[config.mk]
export PLATFORM = sky130hd
export DESIGN_NAME = soc_top
export DESIGN_NICKNAME = d
export VERILOG_FILES = /design/src/hdl/soc_pkg.sv /design/src/hdl/soc_top.sv /design/src/hdl/int_ctrl.sv /design/src/hdl/gpio.sv /design/src/hdl/dev_table.sv /design/src/hdl/bus_router.sv /design/src/hdl/reset_seq.sv
export SDC_FILE = /design/constraint.sdc
export NUM_CORES = 1
export LEC_CHECK = 0
export BUFFER_PORTS_ARGS = -buffer_cell sky130_fd_sc_hd__buf_2
export CAP_MARGIN = 40
export CORE_ASPECT_RATIO = 0.75
export CORE_MARGIN = 8
export CORE_UTILIZATION = 46
export DETAILED_ROUTE_END_ITERATION = 8
export PLACE_DENSITY = 0.8
export RECOVER_POWER = 25
export SYNTH_ARGS = -nofsm -noshare
export SYNTH_HDL_FRONTEND = slang
export SYNTH_SLANG_ARGS = --single-unit
export TNS_END_PERCENT = 100
[constraint.sdc]
create_clock -name clk100mhz -period 2.9 [get_ports clk100mhz]
set_input_delay 0.58 -clock clk100mhz [delete_from_list [all_inputs] [get_ports clk100mhz]]
set_output_delay 0.58 -clock clk100mhz [all_outputs]
set_load 0.05 [all_outputs]
[src/hdl/soc_pkg.sv]
// ########################################################################
// soc package
// bus op encoding, slave map, device table contents and register offsets
// shared by the peripheral side of the SoC
// ########################################################################

`default_nettype none

package soc_pkg;

	// bus operations, same codes as the processor side uses
	typedef enum logic [1:0] {
		OP_NOOP  = 2'b00,
		OP_WRITE = 2'b01,
		OP_READ  = 2'b10
	} bus_op_t;

	localparam int DATA_W = 32;
	// word address, byte address without its two low bits
	localparam int ADDR_W = 30;
	localparam int SEL_W  = 4;

	// slave indices, also the order of the address map
	localparam int SLV_DEVTBL  = 0;
	localparam int SLV_GPIOA   = 1;
	localparam int SLV_GPIOB   = 2;
	localparam int SLV_INTCTRL = 3;
	localparam int SLV_COUNT   = 4;

	// map size in bytes, slaves sit back to back from address 0
	localparam int unsigned SLV_MAPSZ [SLV_COUNT] = '{64, 16, 16, 16};
	localparam int unsigned SLV_DEVID [SLV_COUNT] = '{7, 6, 6, 3};
	localparam logic [SLV_COUNT-1:0] SLV_USEINTR = 4'b0110;

	localparam int unsigned SOC_ID = 3;

	// interrupt sources
	localparam int INT_SRC_COUNT = 2;
	localparam int INT_SRC_GPIOA = 0;
	localparam int INT_SRC_GPIOB = 1;

	// word offsets inside a gpio block
	localparam logic [1:0] GPIO_REG_DATA = 2'd0;
	localparam logic [1:0] GPIO_REG_MASK = 2'd1;

endpackage

`default_nettype wire
[src/hdl/soc_top.sv]
// ########################################################################
// soc top level
// peripheral side of the SoC: reset sequencer, bus router, device
// table, two gpio blocks and the interrupt controller
// ########################################################################

`timescale 1ns/1ps
`default_nettype none

module soc_top #(
	parameter int GPIOA_COUNT = 8,
	parameter int GPIOB_COUNT = 4,
	parameter int RST_CYCLES  = 16
) (
	input  logic                         clk100mhz,
	input  logic                         rst_p,
	input  soc_pkg::bus_op_t             op_i,
	input  logic [soc_pkg::ADDR_W-1:0]   addr_i,
	input  logic [soc_pkg::DATA_W-1:0]   data_i,
	input  logic [soc_pkg::SEL_W-1:0]    sel_i,
	output logic [soc_pkg::DATA_W-1:0]   data_o,
	output logic                         rdy_o,
	input  logic [GPIOA_COUNT-1:0]       gpa_i,
	output logic [GPIOA_COUNT-1:0]       gpa_o,
	input  logic [GPIOB_COUNT-1:0]       gpb_i,
	output logic [GPIOB_COUNT-1:0]       gpb_o,
	output logic                         intrqst_o
);
	import soc_pkg::*;

	logic                     sys_rst;
	logic                     warm_req;
	logic                     off_req;
	bus_op_t                  s_op [SLV_COUNT];
	logic [DATA_W-1:0]        s_data [SLV_COUNT];
	logic [SLV_COUNT-1:0]     s_rdy;
	logic [INT_SRC_COUNT-1:0] int_req;
	logic [INT_SRC_COUNT-1:0] int_ack;

	reset_seq #(
		.RST_CYCLES (RST_CYCLES)
	) i_reset_seq (
		.clk100mhz  (clk100mhz),
		.rst_p      (rst_p),
		.warm_req_i (warm_req),
		.off_req_i  (off_req),
		.sys_rst_o  (sys_rst)
	);

	bus_router i_bus_router (
		.clk100mhz (clk100mhz),
		.sys_rst_i (sys_rst),
		.op_i      (op_i),
		.addr_i    (addr_i),
		.data_o    (data_o),
		.rdy_o     (rdy_o),
		.s_op_o    (s_op),
		.s_data_i  (s_data),
		.s_rdy_i   (s_rdy)
	);

	dev_table i_dev_table (
		.clk100mhz  (clk100mhz),
		.sys_rst_i  (sys_rst),
		.op_i       (s_op[SLV_DEVTBL]),
		.addr_i     (addr_i),
		.data_i     (data_i),
		.data_o     (s_data[SLV_DEVTBL]),
		.rdy_o      (s_rdy[SLV_DEVTBL]),
		.warm_req_o (warm_req),
		.off_req_o  (off_req)
	);

	gpio #(
		.IO_COUNT (GPIOA_COUNT)
	) i_gpio_a (
		.clk100mhz (clk100mhz),
		.sys_rst_i (sys_rst),
		.op_i      (s_op[SLV_GPIOA]),
		.addr_i    (addr_i),
		.data_i    (data_i),
		.sel_i     (sel_i),
		.data_o    (s_data[SLV_GPIOA]),
		.rdy_o     (s_rdy[SLV_GPIOA]),
		.io_i      (gpa_i),
		.io_o      (gpa_o),
		.int_req_o (int_req[INT_SRC_GPIOA]),
		.int_ack_i (int_ack[INT_SRC_GPIOA])
	);

	gpio #(
		.IO_COUNT (GPIOB_COUNT)
	) i_gpio_b (
		.clk100mhz (clk100mhz),
		.sys_rst_i (sys_rst),
		.op_i      (s_op[SLV_GPIOB]),
		.addr_i    (addr_i),
		.data_i    (data_i),
		.sel_i     (sel_i),
		.data_o    (s_data[SLV_GPIOB]),
		.rdy_o     (s_rdy[SLV_GPIOB]),
		.io_i      (gpb_i),
		.io_o      (gpb_o),
		.int_req_o (int_req[INT_SRC_GPIOB]),
		.int_ack_i (int_ack[INT_SRC_GPIOB])
	);

	int_ctrl #(
		.SRC_COUNT (INT_SRC_COUNT)
	) i_int_ctrl (
		.clk100mhz (clk100mhz),
		.sys_rst_i (sys_rst),
		.op_i      (s_op[SLV_INTCTRL]),
		.data_o    (s_data[SLV_INTCTRL]),
		.rdy_o     (s_rdy[SLV_INTCTRL]),
		.src_req_i (int_req),
		.src_ack_o (int_ack),
		.intrqst_o (intrqst_o)
	);

endmodule

`default_nettype wire

[src/hdl/int_ctrl.sv]
// ########################################################################
// interrupt controller
// raises the processor interrupt while any source is pending and
// unclaimed; a read returns and claims the lowest such source
// ########################################################################

`timescale 1ns/1ps
`default_nettype none

module int_ctrl #(
	parameter int SRC_COUNT = 2
) (
	input  logic                        clk100mhz,
	input  logic                        sys_rst_i,
	input  soc_pkg::bus_op_t            op_i,
	output logic [soc_pkg::DATA_W-1:0]  data_o,
	output logic                        rdy_o,
	input  logic [SRC_COUNT-1:0]        src_req_i,
	output logic [SRC_COUNT-1:0]        src_ack_o,
	output logic                        intrqst_o
);
	import soc_pkg::*;

	logic                 start;
	logic                 rd;
	logic [SRC_COUNT-1:0] open_req;
	logic [SRC_COUNT-1:0] pick;
	logic [DATA_W-1:0]    claim_val;

	assign start    = (op_i != OP_NOOP) && !rdy_o;
	assign rd       = start && (op_i == OP_READ);
	assign open_req = src_req_i & ~src_ack_o;

	// scan from the top so the lowest open source wins
	always_comb begin
		pick      = '0;
		claim_val = '0;
		for (int i = SRC_COUNT - 1; i >= 0; i--) begin
			if (open_req[i]) begin
				pick      = SRC_COUNT'(1) << i;
				claim_val = {1'b1, (DATA_W - 1)'(i)};
			end
		end
	end

	// ack is held until the source withdraws its request
	always_ff @(posedge clk100mhz) begin
		if (sys_rst_i) begin
			rdy_o     <= 1'b0;
			src_ack_o <= '0;
			intrqst_o <= 1'b0;
		end else begin
			rdy_o     <= start;
			src_ack_o <= (src_ack_o & src_req_i) | (rd ? pick : '0);
			intrqst_o <= |open_req;
		end
	end

	always_ff @(posedge clk100mhz) begin
		if (rd)
			data_o <= claim_val;
	end

	for (genvar i = 0; i < SRC_COUNT; i++) begin : g_chk
		a_ack_on_req: assert property (@(posedge clk100mhz) disable iff (sys_rst_i)
			$rose(src_ack_o[i]) |-> src_req_i[i])
			else $error("int_ctrl: ack %0d raised without request", i);
	end

endmodule

`default_nettype wire

[src/hdl/gpio.sv]
// ########################################################################
// gpio block
// synchronized inputs, byte-enabled output register and a change
// interrupt mask driving a four-phase request to the int controller
// ########################################################################

`timescale 1ns/1ps
`default_nettype none

module gpio #(
	parameter int IO_COUNT = 8
) (
	input  logic                        clk100mhz,
	input  logic                        sys_rst_i,
	input  soc_pkg::bus_op_t            op_i,
	input  logic [soc_pkg::ADDR_W-1:0]  addr_i,
	input  logic [soc_pkg::DATA_W-1:0]  data_i,
	input  logic [soc_pkg::SEL_W-1:0]   sel_i,
	output logic [soc_pkg::DATA_W-1:0]  data_o,
	output logic                        rdy_o,
	input  logic [IO_COUNT-1:0]         io_i,
	output logic [IO_COUNT-1:0]         io_o,
	output logic                        int_req_o,
	input  logic                        int_ack_i
);
	import soc_pkg::*;

	logic [IO_COUNT-1:0] sync1_q;
	logic [IO_COUNT-1:0] sync2_q;
	logic [IO_COUNT-1:0] prev_q;
	logic [IO_COUNT-1:0] mask_q;
	logic [1:0]          reg_sel;
	logic                start;
	logic                wr;
	logic                chg;
	logic                again_q;

	assign start   = (op_i != OP_NOOP) && !rdy_o;
	assign wr      = start && (op_i == OP_WRITE);
	assign reg_sel = addr_i[1:0];
	assign chg     = |((sync2_q ^ prev_q) & mask_q);

	// two-flop synchronizer, prev_q keeps the last sample for change detect
	always_ff @(posedge clk100mhz) begin
		sync1_q <= io_i;
		sync2_q <= sync1_q;
		prev_q  <= sync2_q;
	end

	always_ff @(posedge clk100mhz) begin
		if (sys_rst_i) begin
			rdy_o  <= 1'b0;
			io_o   <= '0;
			mask_q <= '0;
		end else begin
			rdy_o <= start;
			for (int i = 0; i < IO_COUNT; i++) begin
				if (wr && sel_i[i / 8]) begin
					if (reg_sel == GPIO_REG_DATA)
						io_o[i] <= data_i[i];
					if (reg_sel == GPIO_REG_MASK)
						mask_q[i] <= data_i[i];
				end
			end
		end
	end

	always_ff @(posedge clk100mhz) begin
		if (start) begin
			case (reg_sel)
				GPIO_REG_DATA: data_o <= DATA_W'(sync2_q);
				GPIO_REG_MASK: data_o <= DATA_W'(mask_q);
				default:       data_o <= '0;
			endcase
		end
	end

	// request drops on ack; a change seen meanwhile is kept in again_q
	// and raised once ack has gone low
	always_ff @(posedge clk100mhz) begin
		if (sys_rst_i) begin
			int_req_o <= 1'b0;
			again_q   <= 1'b0;
		end else if (int_ack_i) begin
			int_req_o <= 1'b0;
			if (chg)
				again_q <= 1'b1;
		end else if (chg || again_q) begin
			int_req_o <= 1'b1;
			again_q   <= 1'b0;
		end
	end

	a_req_held: assert property (@(posedge clk100mhz)
		(int_req_o && !int_ack_i && !sys_rst_i) |=> int_req_o)
		else $error("gpio: int_req_o dropped before int_ack_i");

endmodule

`default_nettype wire

[src/hdl/dev_table.sv]
// ########################################################################
// device table
// read-only description of the SoC and of each slave in map order,
// plus the software reset register at word 0
// ########################################################################

`timescale 1ns/1ps
`default_nettype none

module dev_table (
	input  logic                        clk100mhz,
	input  logic                        sys_rst_i,
	input  soc_pkg::bus_op_t            op_i,
	input  logic [soc_pkg::ADDR_W-1:0]  addr_i,
	input  logic [soc_pkg::DATA_W-1:0]  data_i,
	output logic [soc_pkg::DATA_W-1:0]  data_o,
	output logic                        rdy_o,
	output logic                        warm_req_o,
	output logic                        off_req_o
);
	import soc_pkg::*;

	localparam int WORD_W = $clog2(SLV_MAPSZ[SLV_DEVTBL] / SEL_W);

	logic              start;
	logic              rst_wr;
	logic [WORD_W-1:0] word;
	logic [DATA_W-1:0] rd_val;

	assign start  = (op_i != OP_NOOP) && !rdy_o;
	assign word   = addr_i[WORD_W-1:0];
	assign rst_wr = start && (op_i == OP_WRITE) && (word == '0);

	// two words per slot: id with useintr flag, then map size
	always_comb begin
		rd_val = '0;
		if (word == WORD_W'(0))
			rd_val = DATA_W'(SOC_ID);
		if (word == WORD_W'(1))
			rd_val = DATA_W'(SLV_COUNT);
		for (int k = 0; k < SLV_COUNT; k++) begin
			if (word == WORD_W'(2 + 2 * k)) begin
				rd_val[15:0] = 16'(SLV_DEVID[k]);
				rd_val[16]   = SLV_USEINTR[k];
			end
			if (word == WORD_W'(3 + 2 * k))
				rd_val = DATA_W'(SLV_MAPSZ[k]);
		end
	end

	// 01 powers off, 10 and 11 both give a warm reset
	always_ff @(posedge clk100mhz) begin
		if (sys_rst_i) begin
			rdy_o      <= 1'b0;
			warm_req_o <= 1'b0;
			off_req_o  <= 1'b0;
		end else begin
			rdy_o      <= start;
			warm_req_o <= rst_wr && data_i[1];
			off_req_o  <= rst_wr && (data_i[1:0] == 2'b01);
		end
	end

	always_ff @(posedge clk100mhz) begin
		if (start)
			data_o <= rd_val;
	end

endmodule

`default_nettype wire

[src/hdl/bus_router.sv]
// ########################################################################
// bus router
// decodes the word address to one slave, forwards the op there and
// returns that slave's data and ready; out-of-map accesses are answered
// by a built-in invalid device
// ########################################################################

`timescale 1ns/1ps
`default_nettype none

module bus_router (
	input  logic                          clk100mhz,
	input  logic                          sys_rst_i,
	input  soc_pkg::bus_op_t              op_i,
	input  logic [soc_pkg::ADDR_W-1:0]    addr_i,
	output logic [soc_pkg::DATA_W-1:0]    data_o,
	output logic                          rdy_o,
	output soc_pkg::bus_op_t              s_op_o [soc_pkg::SLV_COUNT],
	input  logic [soc_pkg::DATA_W-1:0]    s_data_i [soc_pkg::SLV_COUNT],
	input  logic [soc_pkg::SLV_COUNT-1:0] s_rdy_i
);
	import soc_pkg::*;

	// first word address past the last real slave
	function automatic int unsigned map_end_words();
		int unsigned sum;
		sum = 0;
		for (int k = 0; k < SLV_COUNT; k++) begin
			sum += SLV_MAPSZ[k] / SEL_W;
		end
		return sum;
	endfunction

	localparam int unsigned MAP_END = map_end_words();

	logic [SLV_COUNT-1:0] hit;
	logic                 inv_hit;
	logic                 inv_rdy_q;
	logic [SLV_COUNT:0]   rdy_all;

	// base of each slave is the running sum of the sizes before it
	always_comb begin
		logic [ADDR_W-1:0] base;
		base = '0;
		for (int k = 0; k < SLV_COUNT; k++) begin
			hit[k] = (addr_i >= base) && (addr_i < base + ADDR_W'(SLV_MAPSZ[k] / SEL_W));
			base = base + ADDR_W'(SLV_MAPSZ[k] / SEL_W);
		end
	end

	assign inv_hit = (addr_i >= ADDR_W'(MAP_END));

	for (genvar k = 0; k < SLV_COUNT; k++) begin : g_op
		assign s_op_o[k] = hit[k] ? op_i : OP_NOOP;
	end

	// invalid device reads as zero
	always_comb begin
		data_o = '0;
		for (int k = 0; k < SLV_COUNT; k++) begin
			if (hit[k])
				data_o = s_data_i[k];
		end
	end

	// invalid device answers one cycle after the op shows up
	always_ff @(posedge clk100mhz) begin
		if (sys_rst_i) begin
			inv_rdy_q <= 1'b0;
		end else begin
			inv_rdy_q <= inv_hit && (op_i != OP_NOOP) && !inv_rdy_q;
		end
	end

	assign rdy_all = {inv_rdy_q, s_rdy_i};
	assign rdy_o   = |rdy_all;

	// decode must never let two slaves answer together
	a_one_rdy: assert property (@(posedge clk100mhz) disable iff (sys_rst_i)
		$onehot0(rdy_all))
		else $error("bus_router: more than one slave ready (%b)", rdy_all);

endmodule

`default_nettype wire

[src/hdl/reset_seq.sv]
// ########################################################################
// reset sequencer
// holds the system reset for a fixed count after board or warm reset,
// and keeps it asserted after a power-off request until board reset
// ########################################################################

`timescale 1ns/1ps
`default_nettype none

module reset_seq #(
	parameter int RST_CYCLES = 16
) (
	input  logic clk100mhz,
	input  logic rst_p,
	input  logic warm_req_i,
	input  logic off_req_i,
	output logic sys_rst_o
);
	localparam int CNT_W = $clog2(RST_CYCLES + 1);

	logic [CNT_W-1:0] cnt_q;
	logic             off_q;

	// reload on either reset source, then count down to release
	always_ff @(posedge clk100mhz) begin
		if (rst_p || warm_req_i) begin
			cnt_q <= CNT_W'(RST_CYCLES);
		end else if (cnt_q != '0) begin
			cnt_q <= cnt_q - 1'b1;
		end
	end

	// power-off latch, only board reset brings the system back
	always_ff @(posedge clk100mhz) begin
		if (rst_p) begin
			off_q <= 1'b0;
		end else if (off_req_i) begin
			off_q <= 1'b1;
		end
	end

	assign sys_rst_o = rst_p || off_q || (cnt_q != '0);

	a_off_holds: assert property (@(posedge clk100mhz)
		(off_q && !rst_p) |=> (off_q && sys_rst_o))
		else $error("reset_seq: system left reset while powered off");

endmodule

`default_nettype wire

==> impl_metrics.csv <==
group,metric,value,unit
die,start_util,47.28,%
sta,tightest_slew,0.5370,ns
power,p_total,3060,µW
grt,use_met2,22.66,%
die,core,8454,µm²
clock_network,cts_max_path_buffers,2,
sta,fin_skew,0.009280,ns
placement,gp_congestion,0.8521,
setup_path,critPathMaxStageDelay,0.35,ns
synth,yosysUniqueCellTypes,51,
cells_and_area,area_growth_syn_to_layout,18.81,%
clock_network,cts_num_sinks,100,
setup_path,start_kind,"input port",
sta,period_minus_slack,2.788,ns
clock_network,clk_pin_slew,0.07,ns
clock_network,cts_hold_buf,0,
grt,grt_pass1_vias,2931,
synth,synthAdderAreaFrac,0.6260,%
grt,grt_pass1_wl,13.96,mm
power,peakVddDrop,376.9,µV
grt,top_usage_layer,"met2",
setup_path,crit_end,"data_o[2]",
cells_and_area,layout-drive-gt1-share,26.33,%
status,status,"finished, final reports clean",
cells_and_area,fill_cells,737,
synth,synth_simple_gate_area_share,19.53,%
synth,synth_top_family_by_area,"simple AND/OR/NAND/NOR gates",
power,powerDensity,644.2,nW/µm²
setup_path,cpMostUsedCell,"buf_2",
route,wl,8.808,mm
setup_path,critPathLaunch,"addr_i[22]",
grt,gr-usage-met3,5.517,%
setup_path,reg2reg_slack,0.54,ns
cells_and_area,nets,531,
placement,dpl.hpwl,6.792,mm
setup_path,cp-end-kind,"output pin",
cells_and_area,final_cell_mix,"dfxtp_1 (80), buf_2 (78), nand2_1 (41)",
die,die_area,11960,µm²
sta,hold_viol,0,
route,drcViolationCount,0,
route,dr_total_vias,2819,
sta,setup_viol,0,
setup_path,rr_startpoint,"i_reset_seq.cnt_q[0]$_SDFFE_PP0P_",
synth,synth.avg_cell_area,11.01,µm²
setup_path,critical-path-slowest-cell,"nor4_4",
grt,antenna_found_initial,0,
synth,synth_compound_area_share,4.538,%
route,drtIter0Drc,114,
synth,syn-cell-area,3998,µm²
sta,period_share,96.14,%
die,die_y,96.73,µm
route,viasPerCell,5.034,
synth,synth_seq_cells,100,
setup_path,reg2reg_to,"i_bus_router.inv_rdy_q$_SDFF_PP0_",
sta,slew_headroom,63.87,%
synth,synthTopCellsByArea,"dfxtp_1 (40%), edfxtp_1 (15%), mux2i_1 (9.5%), buf_4 (4.3%), nand2_1 (3.8%)",
die,die_w,123.6,µm
setup_path,path_cells,"buf_2 > nor4_4 > nand4_4 > nor4_2 > buf_4 > a221o_1 > buf_2",
min_path,hp-start,"i_gpio_a.sync1_q[7]$_DFF_P_",
setup_path,arrival,2.21,ns
cells_and_area,final_core_util,56.18,%
synth,synth_edf_count,20,
synth,yosys.area.top_type,"dfxtp_1",
synth,synth_top_area_share,40.06,%
grt,grt_util_met1,18.10,%
synth,synth_warnings,0,
sta,fin_setup_tns,0,ns
flow_run,max_cap_violations,0,
route,drt_first_pass_iters,4,
clock_network,ctsHtreeMaxLevel,3,
setup_path,crit_type,"input port to output pin",
cells_and_area,mostFrequentLayoutCell,"dfxtp_1",
min_path,min-delay-path-class,"register to register",
synth,seq_area_frac_synth,55.09,%
synth,synthFlopType,"dfxtp_1",
sta,drv_slew,0,
die,num_rows,29,
synth,ys_async_sr_fraction,0,%
sta,max_freq,358.7,MHz
setup_path,reg2regPathDepth,7,
synth,muxShareOfSynthArea,9.515,%
clock_network,cts_tree,"built",
grt,gr-total-overflow,0,
setup_path,crit_required,2.32,ns
power,p_leak,0.002135,µW
clock_network,insertion_delay,0.34,ns
grt,grt_start_max_net_pins,39,
sta,rsz0062_at_grt,"false",
placement,port_buffers,78,
synth,synth_xor_xnor_area_share,3.505,%
cells_and_area,n_antenna_cell,0,
synth,synth_cells,363,
clock_network,numCtsBuffers,9,
route,postRouteAntennaNets,0,
clock_network,root_buffer,"clkbuf_16",
setup_path,cp_max_fo,9,
route,drt-wirelength-per-cell,15.73,µm
die,pin_count,128,
grt,grt_usage,14.55,%
layout make-up:
class	count	area [µm²]	share of cell area, %
well taps	108	135.1	2.845
clock buffers	9	225.2	4.742
clock inverters	7	76.32	1.607
flip-flops and latches	100	2202	46.36
repair buffers	89	473.0	9.958
multi-input cells	239	1608	33.85
inverters	8	30.03	0.6322
state kept, by name, summed over array words and instances, names as in the netlist, 5 cells and up:
register	flops
i_gpio_a.sync1_q	8
i_gpio_a.prev_q	8
i_dev_table.data_o	6
i_gpio_a.io_o	8
i_gpio_a.data_o	8
i_reset_seq.cnt_q	5
i_gpio_a.sync2_q	8
i_gpio_a.mask_q	8
worst min path at each step:
stage,end,slack (ns),depth (start not counted)
after global routing,i_gpio_a.sync1_q[4]$_DFF_P_,0.32,1
after floorplan,i_gpio_a.sync2_q[0]$_DFF_P_,0.31,0
after global placement,i_gpio_b.sync2_q[0]$_DFF_P_,0.31,0
after CTS,i_gpio_a.sync1_q[4]$_DFF_P_,0.32,1
after detailed placement,i_gpio_a.sync2_q[2]$_DFF_P_,0.31,0
final,i_gpio_a.sync2_q[7]$_DFF_P_,0.33,0
routing by layer:
metal,routed length (µm),up-vias
met5,0,-
met4,53,0
met3,1025,6
met2,3904,114
met1,3824,1301
li1,-,1398
timing repair:
item | in CTS | in global routing
endpoints found under the hold margin | 0 | 0
setup endpoints to repair | 3 | 7
pin swaps | 1 | 0
setup buffers | 1 | 0
gates resized for setup | 0 | 2
cells by family after synthesis:
family,Yosys count
multiplexers,38
XOR/XNOR,16
other,1
flip-flops,100
AO/OA/AOI/OAI,24
adder cells (fa/ha/maj),2
AND/OR/NAND/NOR,137
buffers and inverters,45
metrics by stage:
stage                     hold slack (ns)  std cells  cell area, µm²  setup WS (ns)
after floorplan                    0.3096        384            4081        0.02659
after global placement             0.3126        543            4428        0.03598
after detailed placement           0.3135        543            4428     -0.0005473
after CTS                          0.3227        560            4737        0.05875
after global routing               0.3194        560            4750      0.0008724
final                              0.3292        560            4750         0.1121
synthesized netlist by cell type, types with 5 or more instances:
cell and number:
a21oi_1 6, inv_1 8, edfxtp_1 20, clkbuf_1 5, dfxtp_1 80, nor4_1 9, mux2i_1 38, buf_4 23
nor2_1 32, xor2_1 13, nand2_1 41, nor3_1 11, nand3_1 5
power by group:
group | internal [µW] | leakage, µW | switching [µW]
registers | 1480 | 0.000809 | 44.6
logic | 127 | 0.00118 | 238
clock network | 615 | 0.000149 | 558
worst max-delay path, delay by kind of cell:
family	cells	cell delay [ns]
compound gates	1	0.16
buf+inv	3	0.56
simple gates	3	0.90
No activity file was read; power rests on OpenSTA's default activity.
